**src/hdl/nts_pkg.sv**
```systemverilog
// Shared widths, register map and identity constants of the NTS engine control side
// Internal addresses are 8 bits; bits 11..8 of the external address select a block

package nts_pkg;

  //--------------------------------------------------
  // Widths and basic types
  //--------------------------------------------------
  localparam int API_ADDR_W = 12;
  localparam int INT_ADDR_W = 8;
  localparam int API_DATA_W = 32;
  localparam int COUNTER_W  = 64;

  typedef logic [API_DATA_W-1:0] api_data_t;
  typedef logic [INT_ADDR_W-1:0] api_addr_t;
  typedef logic [COUNTER_W-1:0]  counter_t;

  // Block select, address bits 11..8
  localparam logic [API_ADDR_W-INT_ADDR_W-1:0] BLOCK_ENGINE = 4'h0;
  localparam logic [API_ADDR_W-INT_ADDR_W-1:0] BLOCK_DEBUG  = 4'h4;

  typedef struct packed {
    logic engine_rd;
    logic debug_rd;
  } api_sel_t;

  //--------------------------------------------------
  // Engine identification block
  //--------------------------------------------------
  localparam api_addr_t ADDR_NAME0   = 8'h00;
  localparam api_addr_t ADDR_NAME1   = 8'h01;
  localparam api_addr_t ADDR_VERSION = 8'h02;
  localparam api_addr_t ADDR_CTRL    = 8'h08;

  localparam api_data_t CORE_NAME0 = 32'h4e_54_53_5f; // "NTS_"
  localparam api_data_t CORE_NAME1 = 32'h45_4e_47_4e; // "ENGN"

  //--------------------------------------------------
  // Debug block
  //--------------------------------------------------
  localparam api_data_t DEBUG_NAME = 32'h44_42_55_47; // "DBUG"

  // Counter upper halves; lower half sits at address + 1
  localparam api_addr_t ADDR_DBG_PROCESSED  = 8'h00;
  localparam api_addr_t ADDR_DBG_BAD_COOKIE = 8'h02;
  localparam api_addr_t ADDR_DBG_BAD_AUTH   = 8'h04;
  localparam api_addr_t ADDR_DBG_BAD_KEYID  = 8'h06;
  localparam api_addr_t ADDR_DBG_NAME       = 8'h08;
  localparam api_addr_t ADDR_DBG_SYSTICK    = 8'h09;
  localparam api_addr_t ADDR_DBG_ERR_CRYPTO = 8'h20;
  localparam api_addr_t ADDR_DBG_ERR_TXBUF  = 8'h22;

  localparam api_data_t SYSTICK_RESET = 32'h0000_0001;

  // One-cycle statistics pulses
  typedef struct packed {
    logic processed;
    logic bad_cookie;
    logic bad_auth;
    logic bad_keyid;
    logic err_crypto;
    logic err_txbuf;
  } stat_events_t;

endpackage

```
**src/hdl/nts_stat_counter.sv**
```systemverilog
// 64-bit event counter with a snapshot of its lower half
// The snapshot loads at the edge that ends the upper-half read cycle

module nts_stat_counter (
  input  logic              i_clk,
  input  logic              i_areset,

  input  logic              i_event,    // Count pulse
  input  logic              i_snapshot, // Upper half being read

  output nts_pkg::counter_t o_count,
  output logic [31:0]       o_snap_lo
);

  import nts_pkg::*;

  counter_t    cnt;
  logic [31:0] snap_lo;

  //--------------------------------------------------
  // Counter and snapshot registers
  //--------------------------------------------------
  always_ff @(posedge i_clk or posedge i_areset)
  begin
    if (i_areset)
    begin
      cnt     <= '0;
      snap_lo <= '0;
    end
    else
    begin
      if (i_event)
      begin
        cnt <= cnt + COUNTER_W'(1);
      end
      // Old value, so lower half matches the upper half just read
      if (i_snapshot)
      begin
        snap_lo <= cnt[31:0];
      end
    end
  end

  assign o_count   = cnt;
  assign o_snap_lo = snap_lo;

  // Counter moves by at most one per cycle
  a_cnt_step: assert property (
    @(posedge i_clk) disable iff (i_areset)
    (cnt == $past(cnt)) || (cnt == $past(cnt) + COUNTER_W'(1))
  ) else $error("counter jumped from %0d to %0d", $past(cnt), cnt);

endmodule

```
**src/hdl/nts_engine_regs.sv**
```systemverilog
// Engine identification registers, read only
// CTRL always reads 1; unused addresses read zero

module nts_engine_regs #(
  parameter nts_pkg::api_data_t CORE_VERSION = 32'h30_2e_30_32 // "0.02"
) (
  input  nts_pkg::api_addr_t i_addr,
  output nts_pkg::api_data_t o_rdata
);

  import nts_pkg::*;

  localparam api_data_t CTRL_VALUE = 32'h0000_0001;

  // Pure address lookup, gated by the decode
  always_comb
  begin
    o_rdata = '0;
    case (i_addr)
      ADDR_NAME0:
      begin
        o_rdata = CORE_NAME0;
      end
      ADDR_NAME1:
      begin
        o_rdata = CORE_NAME1;
      end
      ADDR_VERSION:
      begin
        o_rdata = CORE_VERSION;
      end
      ADDR_CTRL:
      begin
        o_rdata = CTRL_VALUE; // Engine always enabled
      end
      default:
      begin
        o_rdata = '0;
      end
    endcase
  end

endmodule

```
**src/hdl/nts_api_decode.sv**
```systemverilog
// Splits the external address into block select and internal address
// Blocks other than engine and debug are not present and read zero
// No handshake: strobes and read data follow the inputs combinationally

module nts_api_decode (
  input  logic                           i_api_cs,
  input  logic                           i_api_we,
  input  logic [nts_pkg::API_ADDR_W-1:0] i_api_address,

  input  nts_pkg::api_data_t             i_engine_rdata,
  input  nts_pkg::api_data_t             i_debug_rdata,

  output nts_pkg::api_sel_t              o_sel,
  output nts_pkg::api_addr_t             o_addr,
  output nts_pkg::api_data_t             o_api_read_data
);

  import nts_pkg::*;

  localparam int BLOCK_W = API_ADDR_W - INT_ADDR_W;

  logic [BLOCK_W-1:0] block;
  logic               rd_access;
  api_sel_t           sel;

  //--------------------------------------------------
  // Block select
  //--------------------------------------------------
  assign block     = i_api_address[API_ADDR_W-1:INT_ADDR_W];
  assign rd_access = i_api_cs && !i_api_we; // Writes never reach a block

  always_comb
  begin
    sel           = '0;
    sel.engine_rd = rd_access && (block == BLOCK_ENGINE);
    sel.debug_rd  = rd_access && (block == BLOCK_DEBUG);
  end

  assign o_sel  = sel;
  assign o_addr = i_api_address[INT_ADDR_W-1:0];

  //--------------------------------------------------
  // Read data merge
  //--------------------------------------------------
  // Only the selected block contributes, so an OR is enough
  always_comb
  begin
    o_api_read_data = '0;
    if (sel.engine_rd)
    begin
      o_api_read_data = o_api_read_data | i_engine_rdata;
    end
    if (sel.debug_rd)
    begin
      o_api_read_data = o_api_read_data | i_debug_rdata;
    end
  end

  // At most one block answers, and never during a write
  a_sel_onehot: assert final (!(sel.engine_rd && sel.debug_rd) && !(i_api_we && |sel))
    else $error("decode selected more than one block or a block during a write");

endmodule

```
**src/hdl/nts_debug_regs.sv**
```systemverilog
// Debug block: six statistics counters, systick and name word
// Reading a counter's upper half latches its lower half for the next read
// Read data is a function of the address only; the decode gates it

module nts_debug_regs (
  input  logic                  i_clk,
  input  logic                  i_areset,

  input  logic                  i_rd,   // Debug read strobe
  input  nts_pkg::api_addr_t    i_addr,
  input  nts_pkg::stat_events_t i_events,

  output nts_pkg::api_data_t    o_rdata
);

  import nts_pkg::*;

  localparam int NUM_STATS = $bits(stat_events_t);

  // Upper-half address per counter, index matches event_vec
  localparam api_addr_t CNT_ADDR [NUM_STATS] = '{
    ADDR_DBG_PROCESSED,
    ADDR_DBG_BAD_COOKIE,
    ADDR_DBG_BAD_AUTH,
    ADDR_DBG_BAD_KEYID,
    ADDR_DBG_ERR_CRYPTO,
    ADDR_DBG_ERR_TXBUF
  };

  logic [NUM_STATS-1:0] event_vec;
  logic [NUM_STATS-1:0] snap_req;
  counter_t             count   [NUM_STATS];
  logic [31:0]          snap_lo [NUM_STATS];
  api_data_t            systick;

  // Bit 0 is processed, same order as CNT_ADDR
  assign event_vec = {i_events.err_txbuf, i_events.err_crypto, i_events.bad_keyid,
                      i_events.bad_auth, i_events.bad_cookie, i_events.processed};

  //--------------------------------------------------
  // Counter bank
  //--------------------------------------------------
  for (genvar i = 0; i < NUM_STATS; i++)
  begin : g_cnt
    assign snap_req[i] = i_rd && (i_addr == CNT_ADDR[i]);

    nts_stat_counter u_cnt (
      .i_clk      (i_clk),
      .i_areset   (i_areset),
      .i_event    (event_vec[i]),
      .i_snapshot (snap_req[i]),
      .o_count    (count[i]),
      .o_snap_lo  (snap_lo[i])
    );
  end

  //--------------------------------------------------
  // Systick
  //--------------------------------------------------
  always_ff @(posedge i_clk or posedge i_areset)
  begin
    if (i_areset)
    begin
      systick <= SYSTICK_RESET;
    end
    else
    begin
      systick <= systick + 32'd1; // Free running, wraps
    end
  end

  //--------------------------------------------------
  // Read mux
  //--------------------------------------------------
  always_comb
  begin
    o_rdata = '0;
    case (i_addr)
      ADDR_DBG_NAME:    o_rdata = DEBUG_NAME;
      ADDR_DBG_SYSTICK: o_rdata = systick;
      default:          o_rdata = '0;
    endcase
    for (int i = 0; i < NUM_STATS; i++)
    begin
      if (i_addr == CNT_ADDR[i])
      begin
        o_rdata = count[i][COUNTER_W-1:32]; // Upper half, live
      end
      else if (i_addr == CNT_ADDR[i] + 8'd1)
      begin
        o_rdata = snap_lo[i]; // Lower half from snapshot
      end
    end
  end

  // Counter addresses are distinct, so one snapshot per read
  a_snap_onehot: assert property (
    @(posedge i_clk) disable iff (i_areset) $onehot0(snap_req)
  ) else $error("more than one snapshot pulse: %b", snap_req);

endmodule

```
**src/hdl/nts_engine_top.sv**
```systemverilog
// Control side of the NTS engine: register API, identification and debug counters
// The API is a combinational chip-select read; writes are accepted but read zero
// Statistics events are single-cycle pulses sampled on the rising clock edge

module nts_engine_top #(
  parameter nts_pkg::api_data_t CORE_VERSION = 32'h30_2e_30_32 // "0.02"
) (
  input  logic                           i_clk,
  input  logic                           i_areset,

  input  logic                           i_api_cs,
  input  logic                           i_api_we,
  input  logic [nts_pkg::API_ADDR_W-1:0] i_api_address,
  output nts_pkg::api_data_t             o_api_read_data,

  input  nts_pkg::stat_events_t          i_stat_events
);

  import nts_pkg::*;

  //--------------------------------------------------
  // Internal API wires
  //--------------------------------------------------
  api_sel_t  api_sel;
  api_addr_t api_addr;
  api_data_t engine_rdata;
  api_data_t debug_rdata;

  //--------------------------------------------------
  // Address decode and read merge
  //--------------------------------------------------
  nts_api_decode u_decode (
    .i_api_cs        (i_api_cs),
    .i_api_we        (i_api_we),
    .i_api_address   (i_api_address),
    .i_engine_rdata  (engine_rdata),
    .i_debug_rdata   (debug_rdata),
    .o_sel           (api_sel),
    .o_addr          (api_addr),
    .o_api_read_data (o_api_read_data)
  );

  nts_engine_regs #(
    .CORE_VERSION (CORE_VERSION)
  ) u_engine (
    .i_addr  (api_addr),
    .o_rdata (engine_rdata)
  );

  nts_debug_regs u_debug (
    .i_clk    (i_clk),
    .i_areset (i_areset),
    .i_rd     (api_sel.debug_rd), // Latches lower halves
    .i_addr   (api_addr),
    .i_events (i_stat_events),
    .o_rdata  (debug_rdata)
  );

endmodule

```
**config.mk**
```make
export PLATFORM = sky130hd
export DESIGN_NAME = nts_engine_top
export DESIGN_NICKNAME = d
export VERILOG_FILES = /design/src/hdl/nts_pkg.sv /design/src/hdl/nts_stat_counter.sv /design/src/hdl/nts_engine_regs.sv /design/src/hdl/nts_api_decode.sv /design/src/hdl/nts_debug_regs.sv /design/src/hdl/nts_engine_top.sv
export SDC_FILE = /design/constraint.sdc
export NUM_CORES = 1
export LEC_CHECK = 0
export BUFFER_PORTS_ARGS = -buffer_cell sky130_fd_sc_hd__buf_2
export CORE_MARGIN = 10
export CORE_UTILIZATION = 45
export CTS_CLUSTER_DIAMETER = 60
export CTS_CLUSTER_SIZE = 12
export DETAILED_ROUTE_END_ITERATION = 7
export HOLD_SLACK_MARGIN = 0.03
export PLACE_DENSITY = 0.69
export SLEW_MARGIN = 5
export SYNTH_ARGS = -nofsm -noshare
export SYNTH_HDL_FRONTEND = slang
export SYNTH_SLANG_ARGS = --single-unit
```
**constraint.sdc**
```tcl
create_clock -name i_clk -period 28.7 [get_ports i_clk]
set_clock_uncertainty 0.15 [all_clocks]
set_input_delay 0 -clock i_clk [delete_from_list [all_inputs] [get_ports i_clk]]
set_output_delay 0 -clock i_clk [all_outputs]
set_load 0.01 [all_outputs]
```
==> results of run 1 <==
## critical path, stage by stage
cell	delay, ps
dlygate4sd3_1	530
buf_2	120
dlygate4sd3_1	630
inv_8	580
buf_4	880
buf_4	720
buf_4	880
## logic make-up after synthesis
kind of cell    after synthesis  share of synthesized area [%]
simple gates                975                           17.0
mux                         256                           9.64
compound gates              369                           8.03
fa+ha+maj                     7                          0.292
buf+inv                     161                           2.36
xor+xnor                    408                           11.9
flops                       608                           50.8
## flip-flops by register name (all words and copies together) (netlist names)
register,count
u_debug.g_cnt.u_cnt.o_count,384
u_debug.g_cnt.u_cnt.o_snap_lo,192
u_debug.systick,32
## layer usage
metal	GRT usage, %	wire [µm]	up-vias
li1	-	-	9955
met1	33.5	41000	11600
met2	36.8	42400	1023
met3	5.42	8670	180
met4	8.89	3850	2
met5	0	13	-
## Yosys cell counts (all sizes together), types with 9 or more instances
cell | number | share of area, %
a211oi | 9 | 0.23
a21oi | 118 | 2.0
a221oi | 9 | 0.26
a22oi | 18 | 0.45
and2 | 21 | 0.44
and3 | 52 | 1.1
and4 | 37 | 1.1
buf | 62 | 1.1
clkbuf | 59 | 0.74
dfrtp | 607 | 51
inv | 40 | 0.50
mux2 | 221 | 8.3
mux2i | 31 | 1.0
nand2 | 243 | 3.1
nand2b | 12 | 0.25
nand3 | 169 | 2.8
nand4 | 120 | 2.6
nor2 | 189 | 2.4
nor2b | 14 | 0.32
nor3 | 64 | 1.3
nor4 | 18 | 0.66
o211ai | 9 | 0.24
o21ai | 74 | 1.2
o221ai | 20 | 0.61
o22ai | 20 | 0.42
o31ai | 10 | 0.25
or2 | 12 | 0.25
or3 | 10 | 0.21
xnor2 | 290 | 8.5
xor2 | 118 | 3.4
## where the power goes
group          internal, µW  switching [µW]
clock network           392             331
logic                  40.6            65.6
registers               886            40.4
total                  1320             437
## final timing paths
kind,startpoint,endpoint,slack (ps),depth (start not counted)
worst min register to register,u_debug.g_cnt[5].u_cnt.o_count[63]$_DFFE_PP0P_,u_debug.g_cnt[5].u_cnt.o_count[63]$_DFFE_PP0P_,320,1
max in group i_clk,i_api_address[5],o_api_read_data[9],25350,8
worst max register to register,u_debug.g_cnt[4].u_cnt.o_count[2]$_DFFE_PP0P_,u_debug.g_cnt[4].u_cnt.o_count[45]$_DFFE_PP0P_,25710,6
worst min-delay path,i_stat_events[3],u_debug.g_cnt[2].u_cnt.o_count[0]$_DFFE_PP0P_,40,3
min in group asynchronous,i_areset,u_debug.g_cnt[0].u_cnt.o_snap_lo[5]$_DFFE_PP0P_,540,4
worst max-delay path,i_areset,u_debug.g_cnt[3].u_cnt.o_snap_lo[30]$_DFFE_PP0P_,24650,7
## layout make-up
class | instances | area (µm²) | share of cell area (%)
multi-input cells | 2015 | 14100 | 42.8
flip-flops and latches | 608 | 15200 | 46.4
clock buffers | 71 | 1530 | 4.67
inverters | 40 | 158 | 0.480
well taps | 864 | 1080 | 3.29
clock inverters | 10 | 150 | 0.457
repair buffers | 96 | 627 | 1.91
## metrics by stage
step / std cells / instance area, µm² / setup WS [ps] / power (µW)
detailed placement: 3611 / 31000 / 24970 / 1050
global route: 3704 / 32800 / 24000 / 1820
CTS: 3704 / 32800 / 24450 / 1770
floorplan: 2784 / 30000 / 11530 / 1010
finish: 3704 / 32800 / 24650 / 1760
global placement: 3611 / 31000 / 25090 / 1040
==> results.yml, run 1 <==
synth:
  syn_inst: 2784
  yosysWarnings: 0
  syn_area_per_cell_um2: 10.8
  async_flop_share_pct: 100
  synthesis.nets: 2813
  syn-cell-area_um2: 30000
  yosysSeqAreaShare_pct: 50.8
  synth_edf_count: 0
  synth_flop_cell: "dfrtp_1"
  synth.distinct_cells: 86
  synth-seq-cells: 608
cells_and_area:
  antenna_cells: 0
  layout_common_cells: "dfrtp_1 (607), xnor2_1 (290), nand2_1 (241)"
  area_growth_pct: 9.57
  n_fill_cell: 5904
  fin_nets: 2849
  final_common_cell: "dfrtp_1"
  drive_gt1_share_pct: 15.0
  utilization_pct: 49.8
timing:
  setup_viol_count_final: 0
  min_period_ps: 4050
  fmax_ghz: 0.247
  period_share_pct: 14.1
  tightest_slew_ps: 1090
  finalMaxSlewViolations: 0
  max_slew_margin_pct: 27.4
  rsz0062_at_grt: "no"
  finalSetupTns_ps: 0
  hold_ws_ps: 43.6
  finalHoldViolCount: 0
route:
  via_per_inst: 6.14
  wl_per_cell_um: 25.9
  num_vias: 22700
  drt-initial-drc-count: 2753
  postRouteAntennaNets: 0
  wl_um: 95900
  dr.pass1.iters: 6
  drc: 0
global_routing:
  overflow: 0
  grt_usage_pct: 24.2
  grt_max_degree: 124
  antenna_found_initial: 2
  grt_pass1_wl_um: 145000
  grt_pass1_vias: 22300
clock_tree:
  cts.clk_slew.worst_paths_ps: 60
  cts_resized: 0
  numCtsBuffers: 59
  cts_setup_buffers: 0
  htreeDepth: 2
  cts.sinks: 608
  clock-root-buffer: "clkbuf_16"
  cts_buffer_depth: 3
  cts_tree: "done"
  insertion_delay_ps: 650
  holdBufCountCts: 12
place:
  globalplace.congestion: 0.995
  io_buffers: 53
  dp_hpwl_um: 71400
critical_path:
  critical_path_class: "input port to asynchronous set/reset pin"
  crit_arrival_ps: 4520
  critPathCaptureType: "asynchronous set/reset pin"
  start_kind: "input port"
  critPathRequiredTime_ps: 29170
  crit_fanout: 123
floorplanning:
  die_h_um: 278
  num_rows: 94
  core_area_um2: 65900
  dieWidth_um: 278
  initial_core_util_pct: 45.5
  io_pins: 54
  dieArea_um2: 77300
power:
  p_leak_uw: 0.0146
  peakVddDrop_mv: 0.0429
  power_per_cell_area_nw_per_um2: 53.5
run_status:
  outcome: "complete, no violations"
run:
  max-cap-violations: 0
min_path:
  hold_class: "input port to flop"
Note: power is estimated with default switching activity, not from simulation.
==> inputs of run 2 (changes only) <==
- clock period: 28.7 -> 3.96 ns (I/O delays scaled with it)
==> run 2 against run 1 <==
Wire length rose by 2.5%; sequential cell count did not move; critical path depth up 2; hold slack improved by 36 ps; die area unchanged; first-iteration DRC count shrank 15%; critical path type is now input port to output port.
==> results.yml, run 2 (synthesized netlist as in run 1, its figures left out) <==
route:
  drc: 0
  via_per_inst: 6.07
  postRouteAntennaNets: 0
  wl_per_cell_um: 26.3
  drt-initial-drc-count: 2330
  wl_um: 98400
  dr.pass1.iters: 6
  num_vias: 22800
floorplanning:
  dieWidth_um: 278
  io_pins: 54
  initial_core_util_pct: 45.5
  core_area_um2: 65900
  die_h_um: 278
  num_rows: 94
  dieArea_um2: 77300
place:
  place_inst: 3647
  io_buffers: 53
  globalplace.congestion: 1.06
  dp_hpwl_um: 74600
  dp_slack_ps: 698
timing:
  tightest_slew_ps: 1120
  min_period_ps: 3400
  finalMaxSlewViolations: 0
  fin_ws_ps: 559
  finalHoldViolCount: 0
  fmax_ghz: 0.294
  max_slew_margin_pct: 25.3
  setup_viol_count_final: 0
  rsz0062_at_grt: "no"
  hold_ws_ps: 79.4
  period_share_pct: 85.9
clock_tree:
  cts_resized: 0
  clock-root-buffer: "clkbuf_16"
  cts_buffer_depth: 3
  cts.clk_slew.worst_paths_ps: 60
  numCtsBuffers: 61
  insertion_delay_ps: 640
  htreeDepth: 2
  cts_tree: "done"
  cts.sinks: 608
cells_and_area:
  fin_nets: 2888
  area_growth_pct: 11.0
  register_area_um2: 15200
  antenna_cells: 0
  n_fill_cell: 5899
  layout_common_cells: "dfrtp_1 (607), xnor2_1 (290), nand2_1 (241)"
  multi_input_area_um2: 14100
  final_common_cell: "dfrtp_1"
  drive_gt1_share_pct: 16.2
  largest_register_ffs: 384
  layout.cells.non_filler: 3746
power:
  p_leak_uw: 0.0149
  p_int_uw: 9710
  power_per_cell_area_nw_per_um2: 388
  pwr-share-seq_pct: 52.1
  combinationalPowerShare_pct: 6.2
  peakVddDrop_mv: 0.299
  pwr-share-clk_pct: 41.7
  swShare_pct: 24.7
  power_uw: 12900
  p_switching_uw: 3180
critical_path:
  crit_arrival_ps: 3250
  critPathRequiredTime_ps: 3810
  rr_worst_depth: 6
  start_kind: "input port"
  crit_fanout: 22
  critPathCaptureType: "output port"
  critical_path_class: "input port to output port"
global_routing:
  grt_pass1_vias: 22400
  grt_max_degree: 118
  grt_pass1_wl_um: 147000
  grt_usage_pct: 24.8
  antenna_found_initial: 2
  overflow: 0
run_status:
  outcome: "complete, no violations"
min_path:
  hold_depth: 4
  hold_class: "input port to flop"
run:
  max-cap-violations: 0
==> run 2: path summary, 6_finish.rpt <==
| kind | start | end | slack [ps] |
|---|---|---|---|
| setup / recovery | i_api_address[3] | o_api_read_data[20] | 560 |
| hold / removal | i_stat_events[1] | u_debug.g_cnt[4].u_cnt.o_count[2]$_DFFE_PP0P_ | 80 |
| setup reg to reg | u_debug.g_cnt[0].u_cnt.o_count[8]$_DFFE_PP0P_ | u_debug.g_cnt[0].u_cnt.o_count[53]$_DFFE_PP0P_ | 1080 |
| hold reg to reg | u_debug.g_cnt[1].u_cnt.o_count[63]$_DFFE_PP0P_ | u_debug.g_cnt[1].u_cnt.o_count[63]$_DFFE_PP0P_ | 330 |
| max in group asynchronous | i_areset | u_debug.g_cnt[5].u_cnt.o_count[28]$_DFFE_PP0P_ | 1940 |
| min in group asynchronous | i_areset | u_debug.g_cnt[0].u_cnt.o_count[11]$_DFFE_PP0P_ | 590 |
==> run 2: what timing repair did <==
action,CTS,global route
hold buffers,13,0
setup buffers,0,0
endpoints found under the hold margin,161,0
==> run 2: layout make-up <==
| type | instances | share of cell area [%] |
|---|---|---|
| multi-input combinational | 2015 | 42.3 |
| tap | 864 | 3.25 |
| sequential | 608 | 45.7 |
| timing repair buffer | 133 | 2.95 |
| clock buffer | 74 | 4.83 |
| inverter | 40 | 0.463 |
| clock inverter | 12 | 0.496 |
==> run 2: worst max-delay path: stages <==
cell and delay, ps:
buf_2 240, nor2_1 610, nand3_1 450, nor2_1 640, buf_4 250, a21oi_1 110, o31ai_1 410, a311o_1 330
buf_2 200
==> run 2: power by group through the flow <==
| stage | registers [µW] | clock network (µW) | logic (µW) |
|---|---|---|---|
| 6_report | 6720 | 5380 | 799 |
| 3_5_place_dp | 6830 | 0 | 786 |
| 2_1_floorplan | 6740 | 0 | 559 |
| 5_1_grt | 6750 | 5730 | 893 |
| 3_3_place_gp | 6800 | 0 | 759 |
| 4_1_cts | 6720 | 5500 | 804 |
==> run 2: stage by stage <==
stage / TNS (ps) / util [%] / cell area, µm²
floorplan: -2724120 / - / 30000
global placement: 0 / 47.6 / 31400
detailed placement: 0 / 47.6 / 31400
CTS: 0 / 50.5 / 33300
global route: 0 / 50.5 / 33300
finish: 0 / 50.5 / 33300
==> run 2: per-layer routing <==
layer	share of wire [%]	track usage, %
met4	4.0	9.40
met5	0	0
met3	7.4	3.69
met2	44	37.4
met1	44	35.6
==> inputs of run 3 (changes only) <==
- CORE_UTILIZATION: 45 -> 60
- PLACE_DENSITY: 0.69 -> 0.86
==> run 3 against run 2 <==
Total power decreased by 2.3%; clock power down 5.8%; combinational power is 0.6% higher; highest routed layer unchanged; utilization up 16 points; sequential power about the same; maximum frequency up 2.8%; largest cell class unchanged; die area fell by 23%; worst setup slack gained 92 ps.
==> results.yml, run 3 (synthesized netlist as in run 1, its figures left out) <==
run_status:
  outcome: "complete, no violations"
critical_path:
  critPathCaptureType: "output port"
  crit_fanout: 27
  start_kind: "input port"
  r2r-start: "u_debug.g_cnt[2].u_cnt.o_count[4]$_DFFE_PP0P_"
  crit_start: "i_api_address[2]"
  crit_arrival_ps: 3160
  critical_path_class: "input port to output port"
  critPathRequiredTime_ps: 3810
timing:
  period_share_pct: 83.5
  hold_ws_ps: 59.4
  fmax_ghz: 0.302
  min_period_ps: 3310
  finalHoldViolCount: 0
  setup_viol_count_final: 0
  max_slew_margin_pct: 33.4
  tightest_slew_ps: 996
  finalSetupTns_ps: 0
  finalMaxSlewViolations: 0
  rsz0062_at_grt: "no"
clock_tree:
  numCtsBuffers: 59
  holdBufCountCts: 12
  cts.sinks: 608
  clock-root-buffer: "clkbuf_16"
  cts_setup_buffers: 0
  cts_resized: 0
  cts_buffer_depth: 3
  htreeDepth: 2
  insertion_delay_ps: 630
  cts.clk_slew.worst_paths_ps: 50
  cts_tree: "done"
route:
  wl_per_cell_um: 26.7
  drt-initial-drc-count: 3103
  postRouteAntennaNets: 0
  drc: 0
  via_per_inst: 6.61
  num_vias: 23400
  dr.pass1.iters: 6
  wl_um: 94500
cells_and_area:
  stdcell_area_um2: 32900
  drive_gt1_share_pct: 16.0
  area_growth_pct: 9.78
  utilization_pct: 66.9
  final_common_cell: "dfrtp_1"
  largest_register_ffs: 384
  layout.cells.non_filler: 3536
  layout_common_cells: "dfrtp_1 (607), xnor2_1 (290), nand2_1 (241)"
  fin_nets: 2881
min_path:
  hold_path.startpoint: "i_stat_events[2]"
  hold_class: "input port to flop"
place:
  dpl_cell_area_um2: 31100
  globalplace.congestion: 1.13
  place_inst: 3443
  io_buffers: 53
  dp_hpwl_um: 70000
floorplanning:
  die_h_um: 243
  core_area_um2: 49200
  dieWidth_um: 243
  io_pins: 54
  num_rows: 81
  dieArea_um2: 59300
  initial_core_util_pct: 61.0
global_routing:
  grt_pass1_wl_um: 144000
  grt_pass1_vias: 23000
  grt_usage_pct: 31.4
  antenna_found_initial: 1
  overflow: 0
  grt_max_degree: 106
run:
  max-cap-violations: 0
power:
  peakVddDrop_mv: 0.375
  pwr-share-seq_pct: 53.4
  combinationalPowerShare_pct: 6.4
  p_int_uw: 9510
  p_leak_uw: 0.0148
  p_switching_uw: 3090
  power_per_cell_area_nw_per_um2: 383
  swShare_pct: 24.5
  pwr-share-clk_pct: 40.3
-- run 3: changes by cell type in the layout (fill, tap and decap cells not counted), moves of 2 or more --
cell       before  now
bufinv_16       2    0
buf_12          6   10
buf_4          62   54
clkinv_2        1    3
-- run 3: metrics by stage --
| stage | worst slack [ps] | power, µW |
|---|---|---|
| final | 652 | 12600 |
| after global routing | 658 | 13000 |
| after CTS | 941 | 12600 |
| after detailed placement | 957 | 7610 |
| after global placement | 909 | 7550 |
| after floorplan | -4480 | 7300 |
-- run 3: metal layers --
| layer | wire length, µm | track usage (%) | part of all wire, % | up-vias |
|---|---|---|---|---|
| met3 | 9200 | 5.73 | 9.7 | 299 |
| met5 | 0 | 0 | 0 | - |
| li1 | - | - | - | 10000 |
| met2 | 42600 | 48.4 | 45 | 1296 |
| met4 | 5000 | 13.9 | 5.3 | 0 |
| met1 | 37700 | 43.0 | 40 | 11800 |
-- run 3: layout make-up --
cell class                      instances  area, µm²
Fill cell                            3612      16300
Multi-Input combinational cell       2015      14100
Timing Repair Buffer                  128        992
Inverter                               40        154
Antenna cell                            1       2.50
Clock inverter                          7       50.0
Sequential cell                       608      15200
Clock buffer                           73       1580
Tap cell                              664        831
-- run 3: worst paths after layout --
check	end	slack, ps	cells past startpoint
worst max-delay path	o_api_read_data[6]	650	8
worst min-delay path	u_debug.g_cnt[3].u_cnt.o_count[0]$_DFFE_PP0P_	60	3
worst max register to register	u_debug.g_cnt[2].u_cnt.o_count[43]$_DFFE_PP0P_	1000	6
worst min register to register	u_debug.g_cnt[1].u_cnt.o_count[63]$_DFFE_PP0P_	330	1
max in group asynchronous	u_debug.g_cnt[3].u_cnt.o_count[20]$_DFFE_PP0P_	1910	6
min in group asynchronous	u_debug.g_cnt[0].u_cnt.o_snap_lo[3]$_DFFE_PP0P_	580	4
-- run 3: power groups by stage --
stage	Sequential, µW	Clock [µW]	Combinational, µW
6_report	6720	5070	804
5_1_grt	6760	5380	888
4_1_cts	6710	5130	803
3_5_place_dp	6820	0	785
3_3_place_gp	6800	0	744
2_1_floorplan	6740	0	559
-- run 3: worst max-delay path, stage by stage --
cell and delay (ps):
buf_2 280, nor2_1 370, and3_1 840, nand2_1 550, nor2_1 460, a21oi_1 170, o211ai_1 240, buf_2 220
